--- src/rtl/fx2_macros.svh ---
/*
 * FX2 slave-FIFO constants
 * Frame start byte, reset command and tracking FIFO geometry
 */

`ifndef FX2_MACROS_SVH
`define FX2_MACROS_SVH

// First byte of every frame in both directions
`define FX2_HEADER_BYTE 8'hFF

// Command identifier presented before any EP4 packet arrives
`define FX2_COMMAND_NOP 8'h38

// Tracking FIFO ports and their address width
`define FX2_NUM_PORTS 4
`define FX2_FIFO_ADDR_WIDTH 11

`endif

--- src/rtl/fx2_bus_pkg.sv ---
/*
 * FX2 bus types
 * Endpoint addresses, packet framing status and the bus byte
 */

package fx2_bus_pkg;

    // Endpoint address as driven onto usb_addr
    // EP8 exists on the FX2 but is never selected here
    typedef enum logic [1:0] {
        EP2 = 2'd0,
        EP4 = 2'd1,
        EP6 = 2'd2,
        EP8 = 2'd3
    } endpoint_t;

    // Position within a frame, kept per endpoint so a packet can resume
    typedef enum logic [2:0] {
        pkt_waiting        = 3'd0,
        pkt_header_command = 3'd1,
        pkt_length_upper   = 3'd2,
        pkt_length_lower   = 3'd3,
        pkt_data           = 3'd4,
        pkt_done           = 3'd5
    } packet_status_t;

    typedef logic [7:0] fx2_byte_t;

endpackage

--- src/rtl/fifo_port_pkg.sv ---
/*
 * Tracking FIFO side types
 * Port selection, FIFO addresses, frame length and the header byte views
 */

`include "fx2_macros.svh"

package fifo_port_pkg;

    typedef logic [1:0] port_index_t;

    // One bit per tracking FIFO port
    typedef logic [`FX2_NUM_PORTS-1:0] port_mask_t;

    typedef logic [`FX2_FIFO_ADDR_WIDTH-1:0] fifo_addr_t;

    // Length field of a frame, upper byte sent first
    typedef logic [15:0] packet_length_t;

    // Second frame byte
    // EP4 reads it whole as a command id, EP2 only looks at the port field
    typedef union packed {
        logic [7:0] raw;
        struct packed {
            logic [5:0]  reserved;
            port_index_t port;
        } data;
    } header_cmd_u;

endpackage

--- src/rtl/fx2_endpoint_arbiter.sv ---
/*
 * FX2 endpoint arbiter
 * Round-robin over EP2, EP4 and EP6, FX2 read strobe from the empty flags,
 * one-hot EP2 port strobes and the EP4 command strobe
 */

`timescale 1ns/100ps

module fx2_endpoint_arbiter (
    input  logic                       usb_ifclk,
    input  logic                       reset,
    input  logic                       usb_ep2_empty,
    input  logic                       usb_ep4_empty,
    input  logic                       ep2_rd_req,
    input  logic                       ep4_rd_req,
    input  logic                       ep2_release,
    input  logic                       ep4_release,
    input  logic                       ep6_release,
    input  logic                       ep2_payload,
    input  logic                       ep4_payload,
    input  fifo_port_pkg::header_cmd_u ep2_header,
    input  fifo_port_pkg::header_cmd_u ep4_header,
    output logic                       ep2_select,
    output logic                       ep4_select,
    output logic                       ep6_select,
    output logic                       ep2_take,
    output logic                       ep4_take,
    output logic                       usb_slrd,
    output logic                       usb_sloe,
    output fx2_bus_pkg::endpoint_t     usb_addr,
    output fifo_port_pkg::port_mask_t  ep2_port_write,
    output logic                       cmd_valid,
    output fx2_bus_pkg::fx2_byte_t     cmd_in_id
);
    import fx2_bus_pkg::*;
    import fifo_port_pkg::*;

    endpoint_t current_ep;
    endpoint_t next_ep;
    logic      current_release;

    assign ep2_select = (current_ep == EP2);
    assign ep4_select = (current_ep == EP4);
    assign ep6_select = (current_ep == EP6);

    // A byte is accepted only from the selected endpoint with data present
    assign ep2_take = ep2_select && ep2_rd_req && !usb_ep2_empty;
    assign ep4_take = ep4_select && ep4_rd_req && !usb_ep4_empty;

    // Both strobes active low, FX2 always drives its data bus
    assign usb_slrd = !(ep2_take || ep4_take);
    assign usb_sloe = 1'b0;
    assign usb_addr = current_ep;

    // Rotation order and the release of whoever owns the bus
    always_comb begin
        case (current_ep)
            EP2: begin
                next_ep         = EP4;
                current_release = ep2_release;
            end
            EP4: begin
                next_ep         = EP6;
                current_release = ep4_release;
            end
            EP6: begin
                next_ep         = EP2;
                current_release = ep6_release;
            end
            default: begin
                // EP8 is unused, step straight back to EP2
                next_ep         = EP2;
                current_release = 1'b1;
            end
        endcase
    end

    always_ff @(posedge usb_ifclk) begin
        if (reset) begin
            current_ep <= EP2;
        end else if (current_release) begin
            current_ep <= next_ep;
        end
    end

    // Payload byte goes to the port named in the EP2 header
    assign ep2_port_write = ep2_payload ? (port_mask_t'(1) << ep2_header.data.port) : '0;

    // Command decoder sees the whole EP4 header byte as its id
    assign cmd_valid = ep4_payload;
    assign cmd_in_id = ep4_header.raw;

endmodule

--- src/rtl/out_packet_reader.sv ---
/*
 * OUT packet reader
 * Parses one host-to-device frame, flags payload bytes as they are taken
 * and keeps its place when the endpoint is abandoned
 */

`timescale 1ns/100ps

`include "fx2_macros.svh"

module out_packet_reader (
    input  logic                       usb_ifclk,
    input  logic                       reset,
    input  logic                       select,
    input  logic                       take,
    input  fx2_bus_pkg::fx2_byte_t     usb_data_out,
    output logic                       rd_req,
    output logic                       ep_release,
    output logic                       payload,
    output fifo_port_pkg::header_cmd_u header
);
    import fx2_bus_pkg::*;
    import fifo_port_pkg::*;

    packet_status_t status;
    packet_length_t length;
    packet_length_t count;

    // Ask for bytes until the frame is finished
    assign rd_req = (status != pkt_done);

    // Payload flag is combinational with the take
    assign payload = take && (status == pkt_data);

    // Give up the bus when done, or when a started frame stalls
    assign ep_release = select &&
                        ((status == pkt_done) || ((status != pkt_waiting) && !take));

    always_ff @(posedge usb_ifclk) begin
        if (reset) begin
            status     <= pkt_waiting;
            header.raw <= `FX2_COMMAND_NOP;
        end else if (select) begin
            case (status)
                pkt_waiting: begin
                    // Anything other than a start byte is dropped
                    if (take && (usb_data_out == `FX2_HEADER_BYTE)) begin
                        status <= pkt_header_command;
                    end else begin
                        status <= pkt_done;
                    end
                end
                pkt_header_command: begin
                    if (take) begin
                        header.raw <= usb_data_out;
                        status     <= pkt_length_upper;
                    end
                end
                pkt_length_upper: begin
                    if (take) begin
                        length[15:8] <= usb_data_out;
                        status       <= pkt_length_lower;
                    end
                end
                pkt_length_lower: begin
                    if (take) begin
                        length[7:0] <= usb_data_out;
                        count       <= '0;
                        // Empty frame has nothing to deliver
                        if ((length[15:8] == 8'h00) && (usb_data_out == 8'h00)) begin
                            status <= pkt_done;
                        end else begin
                            status <= pkt_data;
                        end
                    end
                end
                pkt_data: begin
                    if (take) begin
                        count <= count + 1'b1;
                        if (count == length - 1'b1) begin
                            status <= pkt_done;
                        end
                    end
                end
                default: begin
                    // Done, release is out this cycle
                    status <= pkt_waiting;
                end
            endcase
        end
    end

endmodule

--- src/rtl/adc_packet_writer.sv ---
/*
 * ADC packet writer
 * Visits the tracking FIFO ports in turn and sends any pending bytes
 * to EP6 as one frame, paced by the FX2 full flag
 */

`timescale 1ns/100ps

`include "fx2_macros.svh"

module adc_packet_writer (
    input  logic                                             usb_ifclk,
    input  logic                                             reset,
    input  logic                                             select,
    input  logic                                             usb_ep6_full,
    input  fifo_port_pkg::fifo_addr_t [`FX2_NUM_PORTS-1:0]   ep6_port_addr_ins,
    input  fifo_port_pkg::fifo_addr_t [`FX2_NUM_PORTS-1:0]   ep6_port_addr_outs,
    input  fx2_bus_pkg::fx2_byte_t [`FX2_NUM_PORTS-1:0]      ep6_port_datas,
    output fifo_port_pkg::port_mask_t                        ep6_port_read,
    output logic                                             usb_slwr,
    output fx2_bus_pkg::fx2_byte_t                           usb_data_in,
    output logic                                             ep_release
);
    import fx2_bus_pkg::*;
    import fifo_port_pkg::*;

    packet_status_t status;
    port_index_t    port;
    fifo_addr_t     pending;
    fifo_addr_t     count;
    packet_length_t frame_length;
    logic           port_active;
    logic           emit;

    // Port has data whenever its addresses differ
    assign port_active = (ep6_port_addr_ins[port] != ep6_port_addr_outs[port]);

    // Snapshot widened to the 16-bit length field
    assign frame_length = packet_length_t'(pending);

    // A byte goes out this cycle, strobe follows on the next
    assign emit = select && !usb_ep6_full && (status != pkt_done) &&
                  ((status != pkt_waiting) || port_active);

    // FIFO advances on the same edge its byte is registered
    assign ep6_port_read = (emit && (status == pkt_data)) ? (port_mask_t'(1) << port) : '0;

    // Idle port or finished frame hands the bus back
    assign ep_release = select &&
                        ((status == pkt_done) || ((status == pkt_waiting) && !port_active));

    always_ff @(posedge usb_ifclk) begin
        if (reset) begin
            status   <= pkt_waiting;
            port     <= '0;
            usb_slwr <= 1'b1;
        end else begin
            usb_slwr <= !emit;
            if (ep_release) begin
                status <= pkt_waiting;
                port   <= port + 1'b1;
            end else if (emit) begin
                case (status)
                    pkt_waiting: begin
                        // Length is fixed here, later writes wait for the next frame
                        pending     <= ep6_port_addr_ins[port] - ep6_port_addr_outs[port];
                        usb_data_in <= `FX2_HEADER_BYTE;
                        status      <= pkt_header_command;
                    end
                    pkt_header_command: begin
                        usb_data_in <= fx2_byte_t'(port);
                        status      <= pkt_length_upper;
                    end
                    pkt_length_upper: begin
                        usb_data_in <= frame_length[15:8];
                        status      <= pkt_length_lower;
                    end
                    pkt_length_lower: begin
                        usb_data_in <= frame_length[7:0];
                        count       <= '0;
                        status      <= pkt_data;
                    end
                    pkt_data: begin
                        usb_data_in <= ep6_port_datas[port];
                        count       <= count + 1'b1;
                        if (count == pending - 1'b1) begin
                            status <= pkt_done;
                        end
                    end
                    default: begin
                        status <= pkt_waiting;
                    end
                endcase
            end
        end
    end

endmodule

--- src/rtl/fx2_interface.sv ---
/*
 * FX2 slave-FIFO interface
 * EP2 data to the tracking FIFO write ports, EP4 to the command decoder,
 * tracking FIFO read ports back to the host on EP6
 */

`timescale 1ns/100ps

`include "fx2_macros.svh"

module fx2_interface (
    input  logic                                             usb_ifclk,
    input  logic                                             reset,
    output logic                                             usb_slwr,
    output logic                                             usb_slrd,
    output logic                                             usb_sloe,
    output fx2_bus_pkg::endpoint_t                           usb_addr,
    output fx2_bus_pkg::fx2_byte_t                           usb_data_in,
    input  fx2_bus_pkg::fx2_byte_t                           usb_data_out,
    input  logic                                             usb_ep2_empty,
    input  logic                                             usb_ep4_empty,
    input  logic                                             usb_ep6_full,
    output fx2_bus_pkg::fx2_byte_t                           ep2_port_data,
    output fifo_port_pkg::port_mask_t                        ep2_port_write,
    input  fifo_port_pkg::fifo_addr_t [`FX2_NUM_PORTS-1:0]   ep6_port_addr_ins,
    input  fifo_port_pkg::fifo_addr_t [`FX2_NUM_PORTS-1:0]   ep6_port_addr_outs,
    input  fx2_bus_pkg::fx2_byte_t [`FX2_NUM_PORTS-1:0]      ep6_port_datas,
    output fifo_port_pkg::port_mask_t                        ep6_port_read,
    output fx2_bus_pkg::fx2_byte_t                           cmd_in_id,
    output fx2_bus_pkg::fx2_byte_t                           cmd_in_data,
    output logic                                             cmd_valid
);
    import fifo_port_pkg::*;

    logic        ep2_select;
    logic        ep4_select;
    logic        ep6_select;
    logic        ep2_take;
    logic        ep4_take;
    logic        ep2_rd_req;
    logic        ep4_rd_req;
    logic        ep2_release;
    logic        ep4_release;
    logic        ep6_release;
    logic        ep2_payload;
    logic        ep4_payload;
    header_cmd_u ep2_header;
    header_cmd_u ep4_header;

    // Both consumers sample the FX2 bus directly on their strobe
    assign ep2_port_data = usb_data_out;
    assign cmd_in_data   = usb_data_out;

    fx2_endpoint_arbiter arbiter0 (
        .usb_ifclk      (usb_ifclk),
        .reset          (reset),
        .usb_ep2_empty  (usb_ep2_empty),
        .usb_ep4_empty  (usb_ep4_empty),
        .ep2_rd_req     (ep2_rd_req),
        .ep4_rd_req     (ep4_rd_req),
        .ep2_release    (ep2_release),
        .ep4_release    (ep4_release),
        .ep6_release    (ep6_release),
        .ep2_payload    (ep2_payload),
        .ep4_payload    (ep4_payload),
        .ep2_header     (ep2_header),
        .ep4_header     (ep4_header),
        .ep2_select     (ep2_select),
        .ep4_select     (ep4_select),
        .ep6_select     (ep6_select),
        .ep2_take       (ep2_take),
        .ep4_take       (ep4_take),
        .usb_slrd       (usb_slrd),
        .usb_sloe       (usb_sloe),
        .usb_addr       (usb_addr),
        .ep2_port_write (ep2_port_write),
        .cmd_valid      (cmd_valid),
        .cmd_in_id      (cmd_in_id)
    );

    // EP2 data frames
    out_packet_reader ep2_reader0 (
        .usb_ifclk    (usb_ifclk),
        .reset        (reset),
        .select       (ep2_select),
        .take         (ep2_take),
        .usb_data_out (usb_data_out),
        .rd_req       (ep2_rd_req),
        .ep_release   (ep2_release),
        .payload      (ep2_payload),
        .header       (ep2_header)
    );

    // EP4 command frames
    out_packet_reader ep4_reader0 (
        .usb_ifclk    (usb_ifclk),
        .reset        (reset),
        .select       (ep4_select),
        .take         (ep4_take),
        .usb_data_out (usb_data_out),
        .rd_req       (ep4_rd_req),
        .ep_release   (ep4_release),
        .payload      (ep4_payload),
        .header       (ep4_header)
    );

    adc_packet_writer adc_writer0 (
        .usb_ifclk          (usb_ifclk),
        .reset              (reset),
        .select             (ep6_select),
        .usb_ep6_full       (usb_ep6_full),
        .ep6_port_addr_ins  (ep6_port_addr_ins),
        .ep6_port_addr_outs (ep6_port_addr_outs),
        .ep6_port_datas     (ep6_port_datas),
        .ep6_port_read      (ep6_port_read),
        .usb_slwr           (usb_slwr),
        .usb_data_in        (usb_data_in),
        .ep_release         (ep6_release)
    );

endmodule

--- config.mk ---
export PLATFORM = sky130hd
export DESIGN_NAME = fx2_interface
export DESIGN_NICKNAME = d
export VERILOG_FILES = /design/src/rtl/fx2_bus_pkg.sv /design/src/rtl/fifo_port_pkg.sv /design/src/rtl/fx2_endpoint_arbiter.sv /design/src/rtl/out_packet_reader.sv /design/src/rtl/adc_packet_writer.sv /design/src/rtl/fx2_interface.sv
export VERILOG_INCLUDE_DIRS = /design/src /design/src/rtl
export SDC_FILE = /design/constraint.sdc
export NUM_CORES = 1
export LEC_CHECK = 0
export ABC_CLOCK_PERIOD_IN_PS = 4600
export BUFFER_PORTS_ARGS = -buffer_cell sky130_fd_sc_hd__buf_4
export CAP_MARGIN = 20
export CORE_UTILIZATION = 35
export CTS_CLUSTER_SIZE = 16
export DETAILED_ROUTE_END_ITERATION = 10
export HOLD_SLACK_MARGIN = 0.12
export PLACE_DENSITY_LB_ADDON = 0.05
export SLEW_MARGIN = 20
export SYNTH_ARGS = -nofsm -noshare
export SYNTH_HDL_FRONTEND = slang
export SYNTH_SLANG_ARGS = --single-unit
--- constraint.sdc ---
create_clock -name usb_ifclk -period 4.6 [get_ports usb_ifclk]
set_input_delay 0.23 -clock usb_ifclk [delete_from_list [all_inputs] [get_ports usb_ifclk]]
set_output_delay 0.23 -clock usb_ifclk [all_outputs]
set_load 0.03 [all_outputs]
==> impl_metrics.csv, run 1 <==
group,metric,value,unit
final_layout,mostFrequentLayoutCells,"buf_4, edfxtp_1, nor2_1",
sta,finalSetupViolCount,0,
die,core,22700,sq um
sta,worst_pin_slew,1.06,ns
clock_tree,clk_latency,0.42,ns
final_layout,final_layout_size_suffix_gt1_share,27.4,%
clock_tree,htreeDepth,4,
synthesis,synthFlopType,"edfxtp_1",
critical_path,cp_data_required_time,4.64,ns
die,die_w,154,um
final_layout,diodes,0,
clock_tree,clockBufferDepth,2,
critical_path,cpMostUsedCell,"a21oi_1",
detailed_routing,vias,6641,
synthesis,postSynthCellCount,800,
detailed_routing,wl_met2,11.4,mm
clock_tree,cts_resized,0,
synthesis,synth_edf_count,94,
critical_path,path_max_fanout,21,
hold_path,min_path_type,"primary input to register",
global_routing,grt_pass1_vias,6704,
global_routing,grt_pass1_wl,35.4,mm
final_layout,mostFrequentLayoutCell,"buf_4",
sta,min_period_over_period,81.4,%
synthesis,synth_area_leader_cell,"edfxtp_1",
sta,finClkSkew,0.0133,ns
placement,routabilityCongestion,0.841,
status,run_status,"completed",
critical_path,path_cells,"mux4_2 -> ha_1 -> nand4_1 -> nor2_1 -> nand3_1 -> a21oi_1 -> or3_1 -> a21oi_1",
placement,pre_cts_ws,0.844,ns
placement,placement.io_buffers,177,
detailed_routing,route.top_layer_used,"met4",
clock_tree,cts_tree,"yes",
clock_tree,path_clk_slew,0.06,ns
detailed_routing,drt_wl_total,22.3,mm
final_layout,final_util,45.0,%
detailed_routing,wl_per_cell,17.7,um
detailed_routing,first_pass_iters,7,
synthesis,synth_top_cell_area_share,34.7,%
final_layout,stdcell_count,1258,
die,rows,55,
synthesis,syn_area_per_cell,10.2,sq um
sta,final_max_slew_viol_count,0,
job,cap_viol_max_count,0,
final_layout,nNetsFinal,1115,
sta,period_needed,3.74,ns
clock_tree,root_buffer,"clkbuf_16",
sta,relSlewSlack,29.1,%
sta,final_hold_viol_count,0,
die,die_h,154,um
global_routing,grt_util_all_layers,19.1,%
detailed_routing,via_per_inst,5.28,
critical_path,critPathMaxStageDelay,0.78,ns
detailed_routing,wl_met1,9.75,mm
detailed_routing,ant_nets,0,
pwr,irDropWorstVdd,222,uV
global_routing,grt_max_degree,34,
pwr,power,3.35,mW
synthesis,yosys-top-cells-area,"edfxtp_1, mux4_2, dfxtp_1",
placement,dp_hpwl,16.9,mm
clock_tree,numClockSinks,118,
critical_path,critPathLaunchType,"register",
placement,placed_cells,1221,
synthesis,ys_warn_count,0,
final_layout,seqCellArea,3300,sq um
synthesis,synth.distinct_cells,72,
detailed_routing,wl_met3,851,um
synthesis,syn-cell-area,8130,sq um
synthesis,synth_seq_cells,118,
critical_path,crit_path_top_delay_cell,"dfxtp_2",
clock_tree,cts_buffers,17,
sta,worst_slack,0.857,ns
critical_path,cp.arrival,3.78,ns
die,start_util,35.8,%
synthesis,async_reset_ff_share,0,%
die,die_area,23800,sq um
pwr,p_leak,3.73,nW
sta,max_freq,0.267,GHz
sta,tns,0,ns
die,ios,179,
global_routing,antenna_found_initial,0,
final_layout,area_growth,25.7,%
synthesis,synth_nets,954,
final_layout,nFillCells,2228,
critical_path,path_class,"register to register",
critical_path,end_kind,"register",
detailed_routing,drt_first_iter_violations,390,
detailed_routing,drcViolationCount,0,
sta,rsz0062_at_grt,"no",
final_layout,multiInputGateArea,4400,sq um
pwr,power_density,328,nW/um^2
synthesis,yosysSeqAreaShare,40.7,%
global_routing,overflow,0,
==> state kept, by name, indices dropped and copies added, names as in the netlist <==
register / flops
adc_writer0.pending: 11
adc_writer0.port: 2
ep2_reader0.header: 2
ep4_reader0.status: 3
ep4_reader0.header: 8
ep2_reader0.status: 3
arbiter0.usb_addr: 2
adc_writer0.usb_slwr: 1
adc_writer0.usb_data_in: 8
adc_writer0.status: 3
ep4_reader0.length: 16
adc_writer0.count: 11
ep4_reader0.count: 16
ep2_reader0.length: 16
ep2_reader0.count: 16
==> logic make-up (layout without fill, tap and decap cells) <==
logic type	Yosys count	count (layout)	synth area share, %
compound gates	138	138	11.4
fa+ha+maj	21	21	3.33
flops	118	118	40.7
other cells	1	1	0.0462
xor+xnor	91	91	9.81
mux	41	41	9.52
simple gates	302	302	19.8
buf+inv	88	261	5.42
==> per-layer routing <==
metal / vias up / global-route usage, %
li1: 3297 / -
met1: 3180 / 23.5
met3: 17 / 3.56
met4: 0 / 5.42
met5: - / 0
met2: 147 / 34.2
==> metrics by stage <==
step | hold slack [ns] | instance area [sq um]
2_1_floorplan | 0.329 | 8130
3_3_place_gp | 0.478 | 9600
3_5_place_dp | 0.484 | 9600
4_1_cts | 0.124 | 10200
5_1_grt | 0.128 | 10200
6_report | 0.125 | 10200
==> power by group <==
group / leakage, nW / internal [mW] / switching (mW)
Combinational: 2.45 / 0.338 / 0.412
Clock: 0.265 / 0.780 / 0.478
Sequential: 1.02 / 1.25 / 0.102
==> worst max-delay path, delay by kind of cell (launching register included) <==
kind	cells	cell delay, ns
simple gates	4	0.83
fa+ha+maj	1	0.39
flops	1	0.78
mux	1	0.59
compound gates	2	0.76
==> cell usage after synthesis, types with 20 or more instances <==
master	number
xnor2_1	49
mux4_2	29
a21oi_1	39
nand2_1	44
nand3_1	23
inv_1	37
o21ai_0	31
nor2_1	80
xor2_1	42
and3_1	21
dfxtp_1	24
ha_1	20
edfxtp_1	94
==> layout make-up <==
type                            count  share of cell area, %
Tap cell                          285                   3.49
Timing Repair Buffer              193                   14.3
Sequential cell                   118                   32.3
Multi-Input combinational cell    594                   43.1
Clock buffer                       23                   4.68
Clock inverter                      8                  0.747
Inverter                           37                   1.36
==> timing repair <==
item | in CTS | in global routing
hold endpoints to repair | 26 | 0
buffers inserted | 0 | 0
hold buffers | 6 | 0
setup endpoints to repair | 0 | 0
==> final timing paths <==
| check | start | endpoint | slack [ns] | depth (start not counted) |
|---|---|---|---|---|
| max | adc_writer0.port[0] | adc_writer0.usb_data_in[2] | 0.86 | 8 |
| min | usb_data_out[1] | ep2_reader0.length[1] | 0.13 | 1 |
| max reg2reg | adc_writer0.port[0] | adc_writer0.usb_data_in[2] | 0.86 | 8 |
| min reg2reg | ep4_reader0.header[7] | ep4_reader0.header[7] | 0.49 | 2 |
Power figures use the tool's default switching activity.
==> inputs of run 2 (changes only) <==
--- a/config.mk
+++ b/config.mk
@@ -6,7 +6,7 @@
 export SDC_FILE = /design/constraint.sdc
 export NUM_CORES = 1
 export LEC_CHECK = 0
-export ABC_CLOCK_PERIOD_IN_PS = 4600
+export ABC_CLOCK_PERIOD_IN_PS = 3150
 export BUFFER_PORTS_ARGS = -buffer_cell sky130_fd_sc_hd__buf_4
 export CAP_MARGIN = 20
 export CORE_UTILIZATION = 35
==> constraint.sdc (replaced) <==
create_clock -name usb_ifclk -period 3.15 [get_ports usb_ifclk]
set_input_delay 0.1575 -clock usb_ifclk [delete_from_list [all_inputs] [get_ports usb_ifclk]]
set_output_delay 0.1575 -clock usb_ifclk [all_outputs]
set_load 0.03 [all_outputs]
==> run 2 against run 1 <==
Count of clock-buffer cells in the layout down 6; final cell count increased by 2.1%; total power increased by 50%; sequential share of layout area fell by 0.93 points; sequential power rose by 45%; worst setup slack got worse by 0.71 ns; clock power grew 52%; via count rose by 5.3%; register-to-register slack worse by 0.71 ns; critical path type unchanged; largest cell class unchanged; largest power group unchanged.
==> impl_metrics.csv, run 2 (synthesized netlist as in run 1, its figures left out) <==
group,metric,value,unit
final_layout,nNetsFinal,1140,
sta,max_freq,0.333,GHz
critical_path,path_class,"register to register",
hold_path,hp-start,"ep6_port_datas[0]",
detailed_routing,first_pass_iters,5,
job,cap_viol_max_count,0,
global_routing,grt_pass1_vias,7042,
placement,pre_cts_ws,0.141,ns
die,rows,55,
die,ios,179,
sta,relSlewSlack,48.2,%
clock_tree,clockBufferDepth,2,
critical_path,reg2reg_depth,10,
pwr,irDropWorstVdd,356,uV
die,die_h,154,um
detailed_routing,drt_first_iter_violations,343,
clock_tree,path_clk_slew,0.06,ns
critical_path,path_max_fanout,12,
hold_path,min_path_type,"primary input to register",
detailed_routing,drt_wl_total,23.5,mm
clock_tree,numClockSinks,118,
die,start_util,35.8,%
die,core,22700,sq um
sta,final_hold_viol_count,0,
detailed_routing,wl_per_cell,18.3,um
global_routing,grt_pass1_wl,36.4,mm
critical_path,reg2reg_to,"adc_writer0.pending[9]",
sta,period_needed,3.00,ns
critical_path,reg2reg_from,"adc_writer0.port[0]",
final_layout,final_layout_size_suffix_gt1_share,29.6,%
global_routing,grt_max_degree,34,
critical_path,critPathLaunchType,"register",
detailed_routing,ant_nets,0,
sta,final_max_slew_viol_count,0,
clock_tree,cts_buffers,17,
critical_path,r2r_slack,0.15,ns
hold_path,hold_depth,3,
final_layout,diodes,0,
final_layout,nFillCells,2134,
detailed_routing,via_per_inst,5.44,
clock_tree,root_buffer,"clkbuf_16",
sta,rsz0062_at_grt,"no",
final_layout,multiInputGateArea,4430,sq um
sta,finalSetupViolCount,0,
clock_tree,postCtsSetupBuffers,0,
clock_tree,cts_tree,"yes",
critical_path,end_kind,"register",
final_layout,seqCellArea,3300,sq um
die,die_area,23800,sq um
final_layout,mostFrequentLayoutCell,"buf_4",
global_routing,antenna_found_initial,0,
global_routing,overflow,0,
sta,min_period_over_period,95.3,%
sta,finClkSkew,0.0135,ns
final_layout,area_growth,29.5,%
global_routing,grt_util_all_layers,19.8,%
pwr,p_leak,3.88,nW
clock_tree,htreeDepth,4,
hold_path,whs_endpoint,"adc_writer0.usb_data_in[0]",
status,run_status,"completed",
critical_path,cp_data_required_time,3.36,ns
detailed_routing,drcViolationCount,0,
critical_path,cp.arrival,3.21,ns
die,die_w,154,um
placement,placement.io_buffers,177,
placement,routabilityCongestion,0.854,
sta,worst_pin_slew,0.770,ns
placement,dp_hpwl,17.9,mm
pwr,power_density,480,nW/um^2
sta,worst_slack,0.149,ns
final_layout,mostFrequentLayoutCells,"buf_4, edfxtp_1, nor2_1",
detailed_routing,vias,6990,
sta,tns,0,ns
clock_tree,clk_latency,0.42,ns
-- run 2: changes by cell type in the layout (fill, tap and decap cells not counted), moves of 2 or more --
| cell | change |
|---|---|
| buf_4 | +17 |
| dlygate4sd3_1 | +4 |
| clkbuf_1 | -3 |
| clkbuf_8 | -3 |
| inv_6 | +3 |
| a21oi_1 | -2 |
| a21oi_2 | +2 |
| buf_12 | +2 |
| nor4_2 | -2 |
| nor4_4 | +2 |
-- run 2: area by class of cell --
cell class	instances	share of cell area (%)
clock buffer	17	4.04
tap	285	3.39
inverter	37	1.32
sequential	118	31.4
multi-input combinational	594	42.1
timing repair buffer	218	16.2
clock inverter	15	1.46
-- run 2: critical path, cell delays in order (launching register included) --
cell and delay (ns):
dfxtp_2 0.39, buf_12 0.17, mux4_2 0.53, ha_1 0.32
nor2b_1 0.13, o21ai_0 0.25, a21boi_0 0.17, o21ai_0 0.23
a21oi_1 0.12, or3_1 0.37, o311ai_0 0.11
-- run 2: timing repair --
action	4_1_cts	5_1_grt
gates resized for setup	0	5
hold endpoints to repair	45	0
setup endpoints to repair	0	14
hold buffers	10	0
-- run 2: worst max path at each step --
| stage | from | end | slack [ns] | depth (start not counted) |
|---|---|---|---|---|
| 2_1_floorplan | adc_writer0.port[0] | adc_writer0.pending[0] | 0.02 | 10 |
| 3_3_place_gp | adc_writer0.port[0] | adc_writer0.pending[9] | 0.18 | 10 |
| 3_5_place_dp | adc_writer0.port[0] | adc_writer0.pending[6] | 0.14 | 10 |
| 4_1_cts | adc_writer0.port[0] | adc_writer0.pending[9] | 0.11 | 10 |
| 5_1_grt | adc_writer0.port[0] | adc_writer0.pending[9] | 0.005 | 10 |
| 6_report | adc_writer0.port[0] | adc_writer0.pending[9] | 0.15 | 10 |
-- run 2: where the power goes --
group	internal, mW	switching (mW)	leakage, nW
clock	1.17	0.750	0.276
combinational	0.534	0.636	2.59
sequential	1.82	0.144	1.02
total	3.52	1.53	3.88
-- run 2: routing by layer --
layer | vias up | share of wire [%] | track usage [%]
met5 | - | 0 | 0
met4 | 0 | 2.2 | 6.79
met3 | 39 | 3.7 | 3.81
met2 | 195 | 53 | 36.9
met1 | 3405 | 41 | 22.6
li1 | 3351 | - | -
-- run 2: per-stage QoR --
| stage | instance area, sq um | hold WS, ns | instances | util, % | power, mW |
|---|---|---|---|---|---|
| final | 10500 | 0.270 | 1284 | 46.3 | 5.05 |
| after global routing | 10500 | 0.258 | 1284 | 46.3 | 5.30 |
| after CTS | 10500 | 0.251 | 1282 | 46.1 | 5.10 |
| after detailed placement | 9790 | 0.432 | 1240 | 43.1 | 3.15 |
| after global placement | 9790 | 0.429 | 1240 | 43.1 | 3.12 |
| after floorplan | 8180 | 0.256 | 800 | - | 2.71 |
==> inputs of run 3 (changes only) <==
--- a/config.mk
+++ b/config.mk
@@ -9,6 +9,7 @@
 export ABC_CLOCK_PERIOD_IN_PS = 3150
 export BUFFER_PORTS_ARGS = -buffer_cell sky130_fd_sc_hd__buf_4
 export CAP_MARGIN = 20
+export CORE_ASPECT_RATIO = 1.5
 export CORE_UTILIZATION = 35
 export CTS_CLUSTER_SIZE = 16
 export DETAILED_ROUTE_END_ITERATION = 10
==> run 3 against run 2 <==
Clock skew is 0.0071 ns lower; total power up 4.3%; count of clock-buffer cells in the layout grew 5; final cell count is 0.31% lower; die area about the same; largest power group is now clock; critical path depth stayed put; design area grew 0.54%; highest routed layer unchanged; critical path type unchanged; global-route usage up 0.39 points; routed wire length is 2.0% lower; core utilization is 0.58 points higher.
==> impl_metrics.csv, run 3 (synthesized netlist as in run 1, its figures left out) <==
group,metric,value,unit
status,run_status,"completed",
detailed_routing,via_per_inst,5.34,
clock_tree,cts_tree,"yes",
die,rows,67,
critical_path,cp.arrival,3.10,ns
final_layout,multiInputGateArea,4420,sq um
sta,final_max_slew_viol_count,0,
detailed_routing,first_pass_iters,4,
critical_path,cpMostUsedCell,"buf_12",
pwr,irDropWorstVdd,388,uV
final_layout,stdcell_count,1280,
sta,relSlewSlack,51.8,%
clock_tree,numClockSinks,118,
critical_path,r2r_slack,0.19,ns
sta,finalSetupViolCount,0,
detailed_routing,drt_first_iter_violations,381,
clock_tree,path_clk_slew,0.06,ns
critical_path,path_cells,"buf_12 -> mux4_2 -> ha_1 -> nand4_1 -> nor2_1 -> nand3_1 -> a21oi_1 -> or3_4 -> nor4_4 -> buf_12",
critical_path,end_kind,"register",
critical_path,path_buf_inv,2,
final_layout,final_layout_size_suffix_gt1_share,29.5,%
detailed_routing,vias,6841,
global_routing,grt_util_all_layers,20.2,%
global_routing,grt_max_degree,34,
critical_path,crit_start,"adc_writer0.port[0]",
die,start_util,36.0,%
critical_path,cp_data_required_time,3.28,ns
die,core,22600,sq um
clock_tree,clk_latency,0.42,ns
final_layout,nFillCells,2122,
placement,pre_cts_ws,0.155,ns
clock_tree,cts_buffers,17,
clock_tree,root_buffer,"clkbuf_16",
clock_tree,postCtsSetupBuffers,0,
detailed_routing,wl_per_cell,18.0,um
pwr,power_density,498,nW/um^2
sta,final_hold_viol_count,0,
sta,tns,0,ns
hold_path,whs_endpoint,"adc_writer0.usb_data_in[6]",
detailed_routing,ant_nets,0,
placement,routabilityCongestion,0.810,
hold_path,hold_depth,3,
critical_path,reg2reg_depth,10,
die,die_area,23800,sq um
sta,rsz0062_at_grt,"no",
critical_path,critPathMaxStageDelay,0.53,ns
placement,placed_area,9840,sq um
clock_tree,htreeDepth,4,
critical_path,critPathTopFamily,"simple AND/OR/NAND/NOR gates",
final_layout,mostFrequentLayoutCell,"buf_4",
sta,hold_slack,0.249,ns
sta,worst_slack,0.187,ns
sta,min_period_over_period,94.1,%
critical_path,reg2reg_to,"adc_writer0.pending[7]",
final_layout,fin_area,10600,sq um
pwr,power,5.26,mW
pwr,p_leak,3.93,nW
sta,finClkSkew,0.00639,ns
critical_path,reg2reg_from,"adc_writer0.port[0]",
sta,period_needed,2.96,ns
sta,worst_pin_slew,0.721,ns
final_layout,final_util,46.9,%
final_layout,seqCellArea,3300,sq um
global_routing,overflow,0,
placement,dp_hpwl,18.0,mm
hold_path,hp-start,"ep6_port_datas[6]",
die,ios,179,
detailed_routing,drt_wl_total,23.0,mm
final_layout,mostFrequentLayoutCells,"buf_4, edfxtp_1, nor2_1",
final_layout,diodes,0,
critical_path,path_max_fanout,23,
clock_tree,clockBufferDepth,2,
hold_path,min_path_type,"primary input to register",
final_layout,area_growth,30.2,%
critical_path,critPathLaunchType,"register",
critical_path,path_class,"register to register",
critical_path,crit_path_top_delay_cell,"mux4_2",
job,cap_viol_max_count,0,
placement,placement.io_buffers,177,
die,die_h,189,um
final_layout,nNetsFinal,1145,
global_routing,grt_pass1_vias,7052,
detailed_routing,drcViolationCount,0,
placement,placed_cells,1238,
die,die_w,126,um
global_routing,grt_pass1_wl,36.8,mm
sta,max_freq,0.337,GHz
global_routing,antenna_found_initial,0,
-- run 3: cell types whose count changed in the layout (fill, tap and decap cells not counted), sizes merged --
cell      delta
buf          +6
clkbuf       +4
bufinv       +3
clkinvlp     -3
inv          -3
clkinv       -2
-- run 3: power breakdown --
group | switching [mW] | total [mW] | internal, mW
Combinational | 0.647 | 1.20 | 0.551
Clock | 0.697 | 2.12 | 1.42
Sequential | 0.131 | 1.95 | 1.82
Total | 1.48 | 5.26 | 3.79
-- run 3: tightest hold or removal path: stages --
cell and delay (ns):
buf_4 0.07, mux4_2 0.21, o22a_1 0.12
-- run 3: area by class of cell --
cell class | count | share of cell area, %
Multi-Input combinational cell | 594 | 41.8
Inverter | 37 | 1.31
Clock buffer | 22 | 4.29
Tap cell | 276 | 3.27
Sequential cell | 118 | 31.2
Clock inverter | 10 | 1.68
Timing Repair Buffer | 223 | 16.4
-- run 3: repair_timing --
action,4_1_cts,5_1_grt
endpoints found under the setup margin,0,1
resized for setup,0,1
hold buffers,10,0
endpoints found under the hold margin,47,0
-- run 3: metal layers --
layer | GRT usage [%] | routed length (um) | up-vias
li1 | - | - | 3362
met5 | 0 | 0 | -
met1 | 21.5 | 8770 | 3231
met3 | 4.29 | 1120 | 38
met2 | 38.1 | 12500 | 210
met4 | 8.34 | 665 | 0
-- run 3: worst max-delay path by stage --
stage	to	slack (ns)	cells after the start
final	adc_writer0.pending[7]	0.19	10
after CTS	adc_writer0.pending[0]	0.15	10
after global placement	adc_writer0.pending[10]	0.18	10
after global routing	adc_writer0.pending[0]	0.007	10
after floorplan	adc_writer0.pending[0]	0.02	10
after detailed placement	adc_writer0.pending[9]	0.16	10
